<file path="src/rtl/ibuf_pkg.sv">
`default_nettype none

package ibuf_pkg;

    // ~~~~~~~~~~~~~~~~~~~~~~~~~~~~~~~~~~~~~~~~~~~~~~~~~~~~~~~~~~~~
    // Widths and default sizes
    // ~~~~~~~~~~~~~~~~~~~~~~~~~~~~~~~~~~~~~~~~~~~~~~~~~~~~~~~~~~~~

    localparam int xlen_w              = 32;
    localparam int fetch_width_default = 4;
    localparam int bank_depth_default  = 4;   // Entries per bank.
    localparam int fsq_idx_w           = 6;

    localparam int off_w = $clog2(fetch_width_default);      // Slot index in a block.
    localparam int num_w = $clog2(fetch_width_default + 1);  // Slot count, zero included.

    // ~~~~~~~~~~~~~~~~~~~~~~~~~~~~~~~~~~~~~~~~~~~~~~~~~~~~~~~~~~~~
    // Encodings
    // ~~~~~~~~~~~~~~~~~~~~~~~~~~~~~~~~~~~~~~~~~~~~~~~~~~~~~~~~~~~~

    // RV32 major opcodes that change control flow.
    typedef enum logic [6:0] {
        op_branch = 7'b1100011,
        op_jalr   = 7'b1100111,
        op_jal    = 7'b1101111
    } opcode_e;

    typedef enum logic [1:0] {
        kind_plain,
        kind_branch,   // Conditional branch.
        kind_jal,      // Direct jump.
        kind_jalr      // Indirect jump.
    } inst_kind_e;

    // ~~~~~~~~~~~~~~~~~~~~~~~~~~~~~~~~~~~~~~~~~~~~~~~~~~~~~~~~~~~~
    // Structures crossing module boundaries
    // ~~~~~~~~~~~~~~~~~~~~~~~~~~~~~~~~~~~~~~~~~~~~~~~~~~~~~~~~~~~~

    // Aligned block from the fetch unit.
    typedef struct packed {
        logic [fsq_idx_w-1:0]                       fsq_idx;
        logic [off_w-1:0]                           start_off;  // First useful slot.
        logic [fetch_width_default-1:0][xlen_w-1:0] inst;
    } fetch_block_t;

    typedef struct packed {
        logic [fsq_idx_w-1:0] fsq_idx;
        logic [off_w-1:0]     offset;   // Slot it held in the fetch block.
        inst_kind_e           kind;
        logic [xlen_w-1:0]    inst;
    } ibuf_entry_t;

    // Predecoder output, packed to the low slots.
    typedef struct packed {
        logic [fetch_width_default-1:0]              en;
        logic [num_w-1:0]                            num;
        ibuf_entry_t [fetch_width_default-1:0]       slot;
    } pd_packet_t;

    // Buffer output to decode, oldest word in slot 0.
    typedef struct packed {
        logic [fetch_width_default-1:0]              en;
        ibuf_entry_t [fetch_width_default-1:0]       slot;
    } fetch_bundle_t;

endpackage

`default_nettype wire

</file>
<file path="src/rtl/frontend_ibuf_top.sv">
`timescale 1ns/10ps
`default_nettype none

module frontend_ibuf_top
    import ibuf_pkg::*;
#(
    parameter int fetch_width = fetch_width_default,
    parameter int bank_depth  = bank_depth_default
) (
    input  logic          clk,
    input  logic          rst_n,
    input  logic          fetch_valid,
    input  fetch_block_t  fetch_blk,
    output logic          fetch_ready,
    input  logic          decode_ready,
    output fetch_bundle_t bundle
);

    pd_packet_t pd_pkt;   // Registered predecoder output.
    logic       buf_full;

    // ~~~~~~~~~~~~~~~~~~~~~~~~~~~~~~~~~~~~~~~~~~~~~~~~~~~~~~~~~~~~
    // Predecode stage
    // ~~~~~~~~~~~~~~~~~~~~~~~~~~~~~~~~~~~~~~~~~~~~~~~~~~~~~~~~~~~~

    predecoder #(
        .fetch_width (fetch_width)
    ) u_predecoder (
        .clk       (clk),
        .rst_n     (rst_n),
        .blk_valid (fetch_valid),
        .blk       (fetch_blk),
        .accept    (fetch_ready),
        .pkt       (pd_pkt)
    );

    // ~~~~~~~~~~~~~~~~~~~~~~~~~~~~~~~~~~~~~~~~~~~~~~~~~~~~~~~~~~~~
    // Instruction buffer
    // ~~~~~~~~~~~~~~~~~~~~~~~~~~~~~~~~~~~~~~~~~~~~~~~~~~~~~~~~~~~~

    inst_buffer #(
        .fetch_width (fetch_width),
        .bank_depth  (bank_depth)
    ) u_inst_buffer (
        .clk          (clk),
        .rst_n        (rst_n),
        .pkt          (pd_pkt),
        .decode_ready (decode_ready),
        .bundle       (bundle),
        .full         (buf_full)
    );

    assign fetch_ready = ~buf_full;  // Independent of fetch_valid.

endmodule

`default_nettype wire

</file>
<file path="src/rtl/inst_buffer.sv">
`timescale 1ns/10ps
`default_nettype none

module inst_buffer
    import ibuf_pkg::*;
#(
    parameter int fetch_width = fetch_width_default,
    parameter int bank_depth  = bank_depth_default
) (
    input  logic          clk,
    input  logic          rst_n,
    input  pd_packet_t    pkt,
    input  logic          decode_ready,
    output fetch_bundle_t bundle,
    output logic          full
);

    localparam int bank_w   = $clog2(fetch_width);
    localparam int idx_w    = $clog2(bank_depth);
    localparam int capacity = fetch_width * bank_depth;
    localparam int cnt_w    = $clog2(capacity + 1);

    // Global pointers. head and tail select a bank.
    logic [bank_w-1:0] head;
    logic [bank_w-1:0] tail;
    logic [cnt_w-1:0]  count;

    // Per-bank entry pointers.
    logic [idx_w-1:0]  widx [fetch_width];
    logic [idx_w-1:0]  ridx [fetch_width];

    logic [fetch_width-1:0]        bank_we;
    logic [fetch_width-1:0]        bank_re;
    ibuf_entry_t                   bank_din  [fetch_width];
    ibuf_entry_t                   bank_dout [fetch_width];

    logic [fetch_width-1:0]        out_en;
    ibuf_entry_t [fetch_width-1:0] rd_slot;
    logic [cnt_w-1:0]              avail;
    logic [cnt_w-1:0]              out_num;

    // ~~~~~~~~~~~~~~~~~~~~~~~~~~~~~~~~~~~~~~~~~~~~~~~~~~~~~~~~~~~~
    // Banks with rotated write and read selection
    // ~~~~~~~~~~~~~~~~~~~~~~~~~~~~~~~~~~~~~~~~~~~~~~~~~~~~~~~~~~~~

    for (genvar b = 0; b < fetch_width; b++) begin : g_bank
        logic [bank_w-1:0] wslot;  // Packet slot landing in this bank.
        logic [bank_w-1:0] rslot;  // Bundle slot fed by this bank.

        assign wslot       = bank_w'(b) - tail;
        assign rslot       = bank_w'(b) - head;
        assign bank_we[b]  = pkt.en[wslot];
        assign bank_din[b] = pkt.slot[wslot];
        assign bank_re[b]  = decode_ready && out_en[rslot];

        inst_buffer_bank #(
            .depth (bank_depth)
        ) u_bank (
            .clk   (clk),
            .rst_n (rst_n),
            .we    (bank_we[b]),
            .waddr (widx[b]),
            .din   (bank_din[b]),
            .raddr (ridx[b]),
            .dout  (bank_dout[b])
        );
    end

    // ~~~~~~~~~~~~~~~~~~~~~~~~~~~~~~~~~~~~~~~~~~~~~~~~~~~~~~~~~~~~
    // Output bundle
    // ~~~~~~~~~~~~~~~~~~~~~~~~~~~~~~~~~~~~~~~~~~~~~~~~~~~~~~~~~~~~

    for (genvar i = 0; i < fetch_width; i++) begin : g_rd
        assign out_en[i]  = (count > cnt_w'(i));  // Thermometer of occupancy.
        assign rd_slot[i] = bank_dout[bank_w'(head + bank_w'(i))];
    end

    assign avail   = (count >= cnt_w'(fetch_width)) ? cnt_w'(fetch_width) : count;
    assign out_num = decode_ready ? avail : '0;

    assign bundle = '{en: out_en, slot: rd_slot};

    // Room kept for one packet in the predecoder and one still to be accepted.
    assign full = (count > cnt_w'(capacity - 2 * fetch_width));

    // ~~~~~~~~~~~~~~~~~~~~~~~~~~~~~~~~~~~~~~~~~~~~~~~~~~~~~~~~~~~~
    // Pointer and occupancy update
    // ~~~~~~~~~~~~~~~~~~~~~~~~~~~~~~~~~~~~~~~~~~~~~~~~~~~~~~~~~~~~

    always_ff @(posedge clk or negedge rst_n) begin
        if (!rst_n) begin
            head  <= '0;
            tail  <= '0;
            count <= '0;
            for (int b = 0; b < fetch_width; b++) begin
                widx[b] <= '0;
                ridx[b] <= '0;
            end
        end else begin
            head  <= head + bank_w'(out_num);
            tail  <= tail + bank_w'(pkt.num);
            count <= count + cnt_w'(pkt.num) - out_num;
            for (int b = 0; b < fetch_width; b++) begin
                if (bank_we[b]) begin
                    widx[b] <= widx[b] + 1'b1;
                end
                if (bank_re[b]) begin
                    ridx[b] <= ridx[b] + 1'b1;
                end
            end
        end
    end

endmodule

`default_nettype wire

</file>
<file path="src/rtl/inst_buffer_bank.sv">
`timescale 1ns/10ps
`default_nettype none

module inst_buffer_bank
    import ibuf_pkg::*;
#(
    parameter int depth = bank_depth_default
) (
    input  logic                     clk,
    input  logic                     rst_n,
    input  logic                     we,
    input  logic [$clog2(depth)-1:0] waddr,
    input  ibuf_entry_t              din,
    input  logic [$clog2(depth)-1:0] raddr,
    output ibuf_entry_t              dout
);

    ibuf_entry_t mem [depth];

    always_ff @(posedge clk or negedge rst_n) begin
        if (!rst_n) begin
            for (int i = 0; i < depth; i++) begin
                mem[i] <= '0;
            end
        end else if (we) begin
            mem[waddr] <= din;
        end
    end

    assign dout = mem[raddr];  // Asynchronous read.

endmodule

`default_nettype wire

</file>
<file path="src/rtl/predecoder.sv">
`timescale 1ns/10ps
`default_nettype none

module predecoder
    import ibuf_pkg::*;
#(
    parameter int fetch_width = fetch_width_default
) (
    input  logic         clk,
    input  logic         rst_n,
    input  logic         blk_valid,
    input  fetch_block_t blk,
    input  logic         accept,
    output pd_packet_t   pkt
);

    logic                         take;
    inst_kind_e                   kind [fetch_width];
    logic [fetch_width-1:0]       nxt_en;
    logic [num_w-1:0]             nxt_num;
    ibuf_entry_t [fetch_width-1:0] nxt_slot;

    logic [fetch_width-1:0]       en_q;
    logic [num_w-1:0]             num_q;
    ibuf_entry_t [fetch_width-1:0] slot_q;

    assign take = blk_valid && accept;  // Block handshake.

    // ~~~~~~~~~~~~~~~~~~~~~~~~~~~~~~~~~~~~~~~~~~~~~~~~~~~~~~~~~~~~
    // Classify every slot
    // ~~~~~~~~~~~~~~~~~~~~~~~~~~~~~~~~~~~~~~~~~~~~~~~~~~~~~~~~~~~~

    always_comb begin
        for (int j = 0; j < fetch_width; j++) begin
            case (opcode_e'(blk.inst[j][6:0]))
                op_branch: kind[j] = kind_branch;
                op_jal:    kind[j] = kind_jal;
                op_jalr:   kind[j] = kind_jalr;
                default:   kind[j] = kind_plain;
            endcase
        end
    end

    // ~~~~~~~~~~~~~~~~~~~~~~~~~~~~~~~~~~~~~~~~~~~~~~~~~~~~~~~~~~~~
    // Trim and pack
    // ~~~~~~~~~~~~~~~~~~~~~~~~~~~~~~~~~~~~~~~~~~~~~~~~~~~~~~~~~~~~

    always_comb begin
        int   wr;     // Next free packed slot.
        logic ended;  // A jump was already kept.
        nxt_en   = '0;
        nxt_slot = '0;
        wr       = 0;
        ended    = 1'b0;
        for (int j = 0; j < fetch_width; j++) begin
            if (!ended && j >= int'(blk.start_off)) begin
                nxt_slot[wr] = '{fsq_idx: blk.fsq_idx,
                                 offset:  off_w'(j),
                                 kind:    kind[j],
                                 inst:    blk.inst[j]};
                nxt_en[wr]   = 1'b1;
                wr           = wr + 1;
                ended        = (kind[j] == kind_jal) || (kind[j] == kind_jalr);
            end
        end
        nxt_num = num_w'(wr);
    end

    // Control part of the packet.
    always_ff @(posedge clk or negedge rst_n) begin
        if (!rst_n) begin
            en_q  <= '0;
            num_q <= '0;
        end else begin
            en_q  <= take ? nxt_en : '0;
            num_q <= take ? nxt_num : '0;
        end
    end

    always_ff @(posedge clk) begin
        if (take) begin
            slot_q <= nxt_slot;  // Only meaningful under en.
        end
    end

    assign pkt = '{en: en_q, num: num_q, slot: slot_q};

endmodule

`default_nettype wire

</file>
<file path="config.mk">
export PLATFORM = sky130hd
export DESIGN_NAME = frontend_ibuf_top
export DESIGN_NICKNAME = d
export VERILOG_FILES = /design/src/rtl/ibuf_pkg.sv /design/src/rtl/frontend_ibuf_top.sv /design/src/rtl/inst_buffer.sv /design/src/rtl/inst_buffer_bank.sv /design/src/rtl/predecoder.sv
export SDC_FILE = /design/constraint.sdc
export NUM_CORES = 2
export LEC_CHECK = 0
export ABC_CLOCK_PERIOD_IN_PS = 7210
export BUFFER_PORTS_ARGS = -buffer_cell sky130_fd_sc_hd__buf_4
export CORE_MARGIN = 2
export CORE_UTILIZATION = 45
export CTS_CLUSTER_SIZE = 25
export DETAILED_ROUTE_END_ITERATION = 16
export SLEW_MARGIN = 20
export SYNTH_ARGS = -nofsm -noshare
export SYNTH_HDL_FRONTEND = slang
export SYNTH_SLANG_ARGS = --single-unit
export TNS_END_PERCENT = 1
</file>
<file path="constraint.sdc">
create_clock -name clk -period 7.21 [get_ports clk]
set_input_delay 1.0815 -clock clk [delete_from_list [all_inputs] [get_ports clk]]
set_output_delay 1.0815 -clock clk [all_outputs]
set_load 0.01 [all_outputs]
</file>
# == Word level (Yosys, flattened, before mapping) ==
# Cells that the tools add are included.
# Widths: inputs -> output; s select.
# totals
ff_bits,872
out_inout_bits,173
# classes
reduce_logical,19
addsub,26
n_lt_le_gt_ge,39
muxes,98
n_bitwise,16
eq_ne,18
# op_table
cell,count
$bwmux 168,7
$mux 42,28
$bmux 42 s2,12
$demux 42 s2,7
$mux 168,3
$eq 7x7->1 const B,12
$ge 32x1->1 const B,2
$lt 32x4->1 const B,2
$mux 32,2
$ge 3x3->1 const B,12
$not 2->3,12
$add 32x2->32 const B,1
$lt 2x3->1 const B,8
$pmux 2 s3,4
$add 2x1->2 const B,9
$bmux 1 s2,8
$mux 1,16
$mux 4,4
$logic_and 1x1->1,14
$eq 2x2->1 const B,6
$lt 3x1->1 const B,4
$gt 5x1->1 const B,2
$gt 5x2->1 const B,2
$mux 5,2
other kinds (21),37

# == Longest topological paths before layout ==
# depth
ltp_word,18
ltp_mapped,15
ltp_nobuf,12

# == Cells and area by module ==
# From an unflattened synthesis, not the netlist that was laid out.
# hier_totals
hier_cells,2830
area_unflattened_um2,47194.0
# modules_own_cells
mod,seq_area_each_um2,cells_per_inst,n_inst,area_per_inst_um2
inst_buffer_bank,4204.0,408,4,7253.2
inst_buffer,625.6,547,1,9549.2
predecoder,5220.0,650,1,8628.3
frontend_ibuf_top,0.0,1,1,3.8

# == Least setup slack after synthesis ==
# OpenSTA, ideal clock, no wires.
# synth_path
path_type,flip-flop to flip-flop
startpoint,register u_inst_buffer.count[0]
endpoint,register u_predecoder.num_q[0]
stages_incl_launch_ff,7
path_slack_ns,1.960
path_buffers,0
setup_ns,0.095
arrival_time_ns,5.155
cell_sequence,dfrtp_1 -> or3_1 -> a21oi_1 -> nand2_1 -> inv_1 -> o21ai_0 -> mux2i_1
# synth_via
elab_chain_len,4
# synth_lines
element,line_no,text
start: declaration,inst_buffer.sv:26,logic [cnt_w-1:0] count;
start signal: assignment,inst_buffer.sv:102,count <= count + cnt_w'(pkt.num) - out_num;
$gt 5x4->1,inst_buffer.sv:84,assign full = (count > cnt_w'(capacity - 2 * fetch_width));
$not 1->1,frontend_ibuf_top.sv:53,assign fetch_ready = ~buf_full;
via fetch_ready,frontend_ibuf_top.sv:14,"output logic fetch_ready,"
$logic_and 1x1->1,predecoder.sv:27,assign take = blk_valid && accept;
via u_predecoder.take,predecoder.sv:17,logic take;
$mux 3,predecoder.sv:76,num_q <= take ? nxt_num : '0;
end signal: assignment,predecoder.sv:76,
end: declaration,predecoder.sv:24,logic [num_w-1:0] num_q;
# The timed path passes the listed nets, and every way through them passes these cells.
# A chain may end at the register's enable or synchronous reset.

==> reports/summary.md <==
## Drt
• **top layer used by detailed routing** met5
• **Detail Route Antenna Nets** 0
• **DRC** 0
• **wire length after detailed routing** 143000 µm
• **average wire per standard cell** 31.0 µm
• **first-iteration detailed-routing DRC count** 2686
• **Pre-antenna DRT Iters** 6
• **wire length on met1** 58700 µm
• **DR WL met3** 8310 µm
• **detailed-route vias per instance** 6.54
• **via count** 30100
• **metal2 WL** 70800 µm

## Critical path
• **Top Family by Delay on Critical Path** multiplexers
• **CP Launch Type** register
• **type of the worst setup path** register to output pin
• **worst setup path startpoint** u_inst_buffer.ridx[0]
• **cell with the largest stage delay on the worst path** sky130_fd_sc_hd__dfrtp_4
• **register-to-register setup slack** 3.50 ns
• **max incr delay on CP** 0.82 ns
• **endpoint required time on the critical path** 6.13 ns
• **CP Cell Sequence** buf_4, mux4_2, mux4_2, buf_4
• **length in cells of the worst reg-to-reg path** 5
• **critical-path maximum fanout** 25
• **arrival time reported for the critical path endpoint** 3.66 ns
• **Worst setup endpoint** bundle[33]
• **Worst Setup End Kind** output pin
• **Crit path depth** 4
• **buffers and inverters on the worst path** 2
• **RR Endpoint** u_predecoder.pkt[30]
• **worst reg2reg startpoint** u_inst_buffer.count[0]

## Synthesis
• **Post-Syn Area** 0.0474 mm²
• **share of flip-flops with an asynchronous set or reset** 80.7%
• **dominant synthesized flop cell** sky130_fd_sc_hd__dfrtp_1
• **number of synthesized flops with an enable pin** 168
• **#FFs+latches synth** 872
• **post-synth net total** 3093
• **number of distinct library cells after synthesis** 59
• **sequential cell area fraction in the yosys report** 47.8%
• **mean instance size in the synthesized netlist** 16.3 µm²
• **synth warn** 0
• **number of instances in the synthesized netlist** 2918

## Run
• **MaxCap Viol Count** 0

## STA
• **number of endpoints with negative hold slack in the final report** 0
• **ratio of final minimum period to clock period** 65.7%
• **Slew Limit Fails** 0
• **final setup vio count** 0
• **minimum clock period** 4.74 ns
• **skew final** 0.0280 ns
• **worst hold margin** 0.450 ns
• **sum of negative setup slack** 0 ns
• **Max-slew headroom** 23.4%
• **worst slew pin tran** 1.15 ns
• **unrepaired setup endpoints after global routing** no
• **Max Fclk** 211 MHz

## Placement
• **final HPWL from detailed placement** 94300 µm
• **routability congestion estimate** 0.890
• **number of buffers inserted by port buffering** 312

## Clock network
• **clock slew at reported path FFs** 0.06 ns
• **clock latency of the later-clocked register in the worst-skew pair** 0.67 ns
• **# clock sinks** 872
• **level count of the clock H-tree** 3
• **hold buffer count at CTS** 0
• **Root Buffer** sky130_fd_sc_hd__clkbuf_16
• **CTS max path bufs** 3
• **Resized Gates After CTS** 0
• **number of clock buffers inserted by TritonCTS** 96
• **number of buffers inserted by post-CTS setup repair** 0
• **CTS tree** built

## Global route
• **vias in the first global route** 30600
• **total overflow reported by the global router** 0
• **number of antenna violations at the first check in global routing** 8
• **largest net degree at the start of global routing** 173
• **global-route wire length before repair** 208000 µm
• **total global routing track utilization** 26.3%

## Floorplanning
• **die area** 0.108 mm²
• **Placeable Area** 0.105 mm²
• **die width** 329 µm
• **FP Rows** 119
• **height of the die** 329 µm
• **top-level I/O count** 313
• **starting density of the core** 45.2%

## Layout
• **fraction of layout cells with a size suffix above 1** 56.4%
• **Layout Nets** 3298
• **growth of design area from synthesis to finish** 14.7%

## Power and ir drop
• **total leakage power** 22.7 nW
• **VDD IR max** 0.000428 V
• **power per standard cell area** 517 mW/mm²

## Outcome
• **result of the run** complete, no violations

## Hold path
• **Hold Crit Class** input port to asynchronous set/reset pin

==> flip-flops by register name (all words and copies together) (netlist names) <==
name                             flops
u_inst_buffer.g_bank.u_bank.mem    672
u_predecoder.pkt                   168
u_inst_buffer.ridx                   8
u_inst_buffer.widx                   8
u_inst_buffer.count                  5
u_predecoder.en_q                    4
u_predecoder.num_q                   3
u_inst_buffer.head                   2
u_inst_buffer.tail                   2
==> where the power goes <==
part / internal, mW / leakage [nW] / total (mW) / switching (mW)
clock network: 3.21 / 1.71 / 5.33 / 2.12
registers: 7.12 / 10.5 / 8.75 / 1.63
logic: 7.67 / 10.5 / 14.0 / 6.36
==> cell usage in the layout, fill, tap and decap left out, types with 4 or more instances in the layout <==
master / Yosys / routed
sky130_fd_sc_hd__diode_2: 0 / 4
sky130_fd_sc_hd__o21ai_0: 77 / 77
sky130_fd_sc_hd__clkinv_2: 0 / 17
sky130_fd_sc_hd__mux2_2: 710 / 710
sky130_fd_sc_hd__dfrtp_2: 0 / 4
sky130_fd_sc_hd__nor2b_1: 21 / 20
sky130_fd_sc_hd__nor2_1: 6 / 5
sky130_fd_sc_hd__a21boi_0: 6 / 6
sky130_fd_sc_hd__a22o_1: 65 / 65
sky130_fd_sc_hd__nand4_1: 32 / 32
sky130_fd_sc_hd__clkbuf_1: 103 / 12
sky130_fd_sc_hd__xnor2_1: 21 / 21
sky130_fd_sc_hd__dfrtp_4: 0 / 8
sky130_fd_sc_hd__or3_1: 4 / 4
sky130_fd_sc_hd__nand3_1: 7 / 7
sky130_fd_sc_hd__inv_1: 37 / 35
sky130_fd_sc_hd__clkinv_1: 0 / 5
sky130_fd_sc_hd__mux2_1: 6 / 6
sky130_fd_sc_hd__a32o_1: 33 / 33
sky130_fd_sc_hd__buf_12: 0 / 6
sky130_fd_sc_hd__dfrtp_1: 704 / 692
sky130_fd_sc_hd__a21oi_1: 12 / 11
sky130_fd_sc_hd__inv_6: 0 / 5
sky130_fd_sc_hd__clkbuf_16: 0 / 99
sky130_fd_sc_hd__bufinv_16: 0 / 12
sky130_fd_sc_hd__nand2_1: 101 / 85
sky130_fd_sc_hd__mux2i_1: 37 / 37
sky130_fd_sc_hd__edfxtp_1: 168 / 168
sky130_fd_sc_hd__buf_4: 0 / 353
sky130_fd_sc_hd__mux2_4: 20 / 20
sky130_fd_sc_hd__clkbuf_8: 0 / 25
sky130_fd_sc_hd__mux4_2: 508 / 508
sky130_fd_sc_hd__nand2_4: 0 / 4
sky130_fd_sc_hd__nand2b_1: 4 / 4
sky130_fd_sc_hd__ha_1: 32 / 32
sky130_fd_sc_hd__nand2_2: 0 / 12
sky130_fd_sc_hd__o31ai_1: 4 / 4
==> stage by stage <==
stage	setup WS, ns	utilization [%]	instances	area (µm²)	total power, mW
2_1_floorplan	1.96	-	2918	47400	17.7
3_5_place_dp	2.34	48.5	4416	50900	22.9
5_1_grt	2.36	51.8	4601	54400	29.5
3_3_place_gp	2.44	48.5	4416	50900	22.2
4_1_cts	2.40	51.8	4598	54400	28.3
6_report	2.47	51.8	4602	54400	28.1
==> layer usage <==
metal | vias to the layer above | GRT usage, %
met5 | - | 0
met4 | 4 | 9.10
met3 | 271 | 3.41
met2 | 1263 | 43.6
met1 | 16500 | 36.0
li1 | 12100 | -
==> worst min-delay path by stage <==
stage / to / cells after the start
floorplan: u_inst_buffer.tail[1] / 1
global placement: u_inst_buffer.ridx[5] / 1
detailed placement: u_inst_buffer.ridx[5] / 1
CTS: u_inst_buffer.ridx[5] / 1
global route: u_inst_buffer.ridx[5] / 1
finish: u_inst_buffer.g_bank[2].u_bank.mem[2] / 1
==> logic make-up after synthesis <==
kind of cell	share of synthesized area (%)
AO/OA/AOI/OAI	3.36
AND/OR/NAND/NOR	2.21
other	0.00791
XOR/XNOR	0.388
adder cells (fa/ha/maj)	0.971
flip-flops	47.8
multiplexers	42.5
buffers and inverters	2.74
==> final cells by class <==
cell class / instances / area, µm²
fill: 8548 / 50600
multi-input combinational: 1755 / 23600
sequential: 872 / 22700
clock buffer: 136 / 2870
timing repair buffer: 360 / 2790
tap: 1391 / 1740
clock inverter: 46 / 597
inverter: 38 / 150
antenna: 4 / 10.0
==> synth_stat cells (all sizes together) (3+ instances only) <==
library cell	count	area, µm²
nand3	8	45.0
a22o	65	569
a32o	33	330
o31ai	4	30.0
or2	3	18.8
mux2	736	8360
nor2	6	22.5
or3	4	25.0
mux4	508	11400
inv	38	145
and3	3	23.8
nor2b	21	131
nand2	101	379
dfrtp	704	17600
nand4	33	221
fa	3	60.1
a21oi	12	60.1
ha	32	400
xnor2	21	184
a21boi	6	45.0
nand3b	3	22.5
o21ai	77	385
clkbuf	103	387
nand2b	4	25.0
o211ai	3	22.5
a21o	4	30.0
edfxtp	168	5040
mux2i	37	370
nor3b	3	22.5
buf	150	768
No activity file was read; power rests on OpenSTA's default activity.
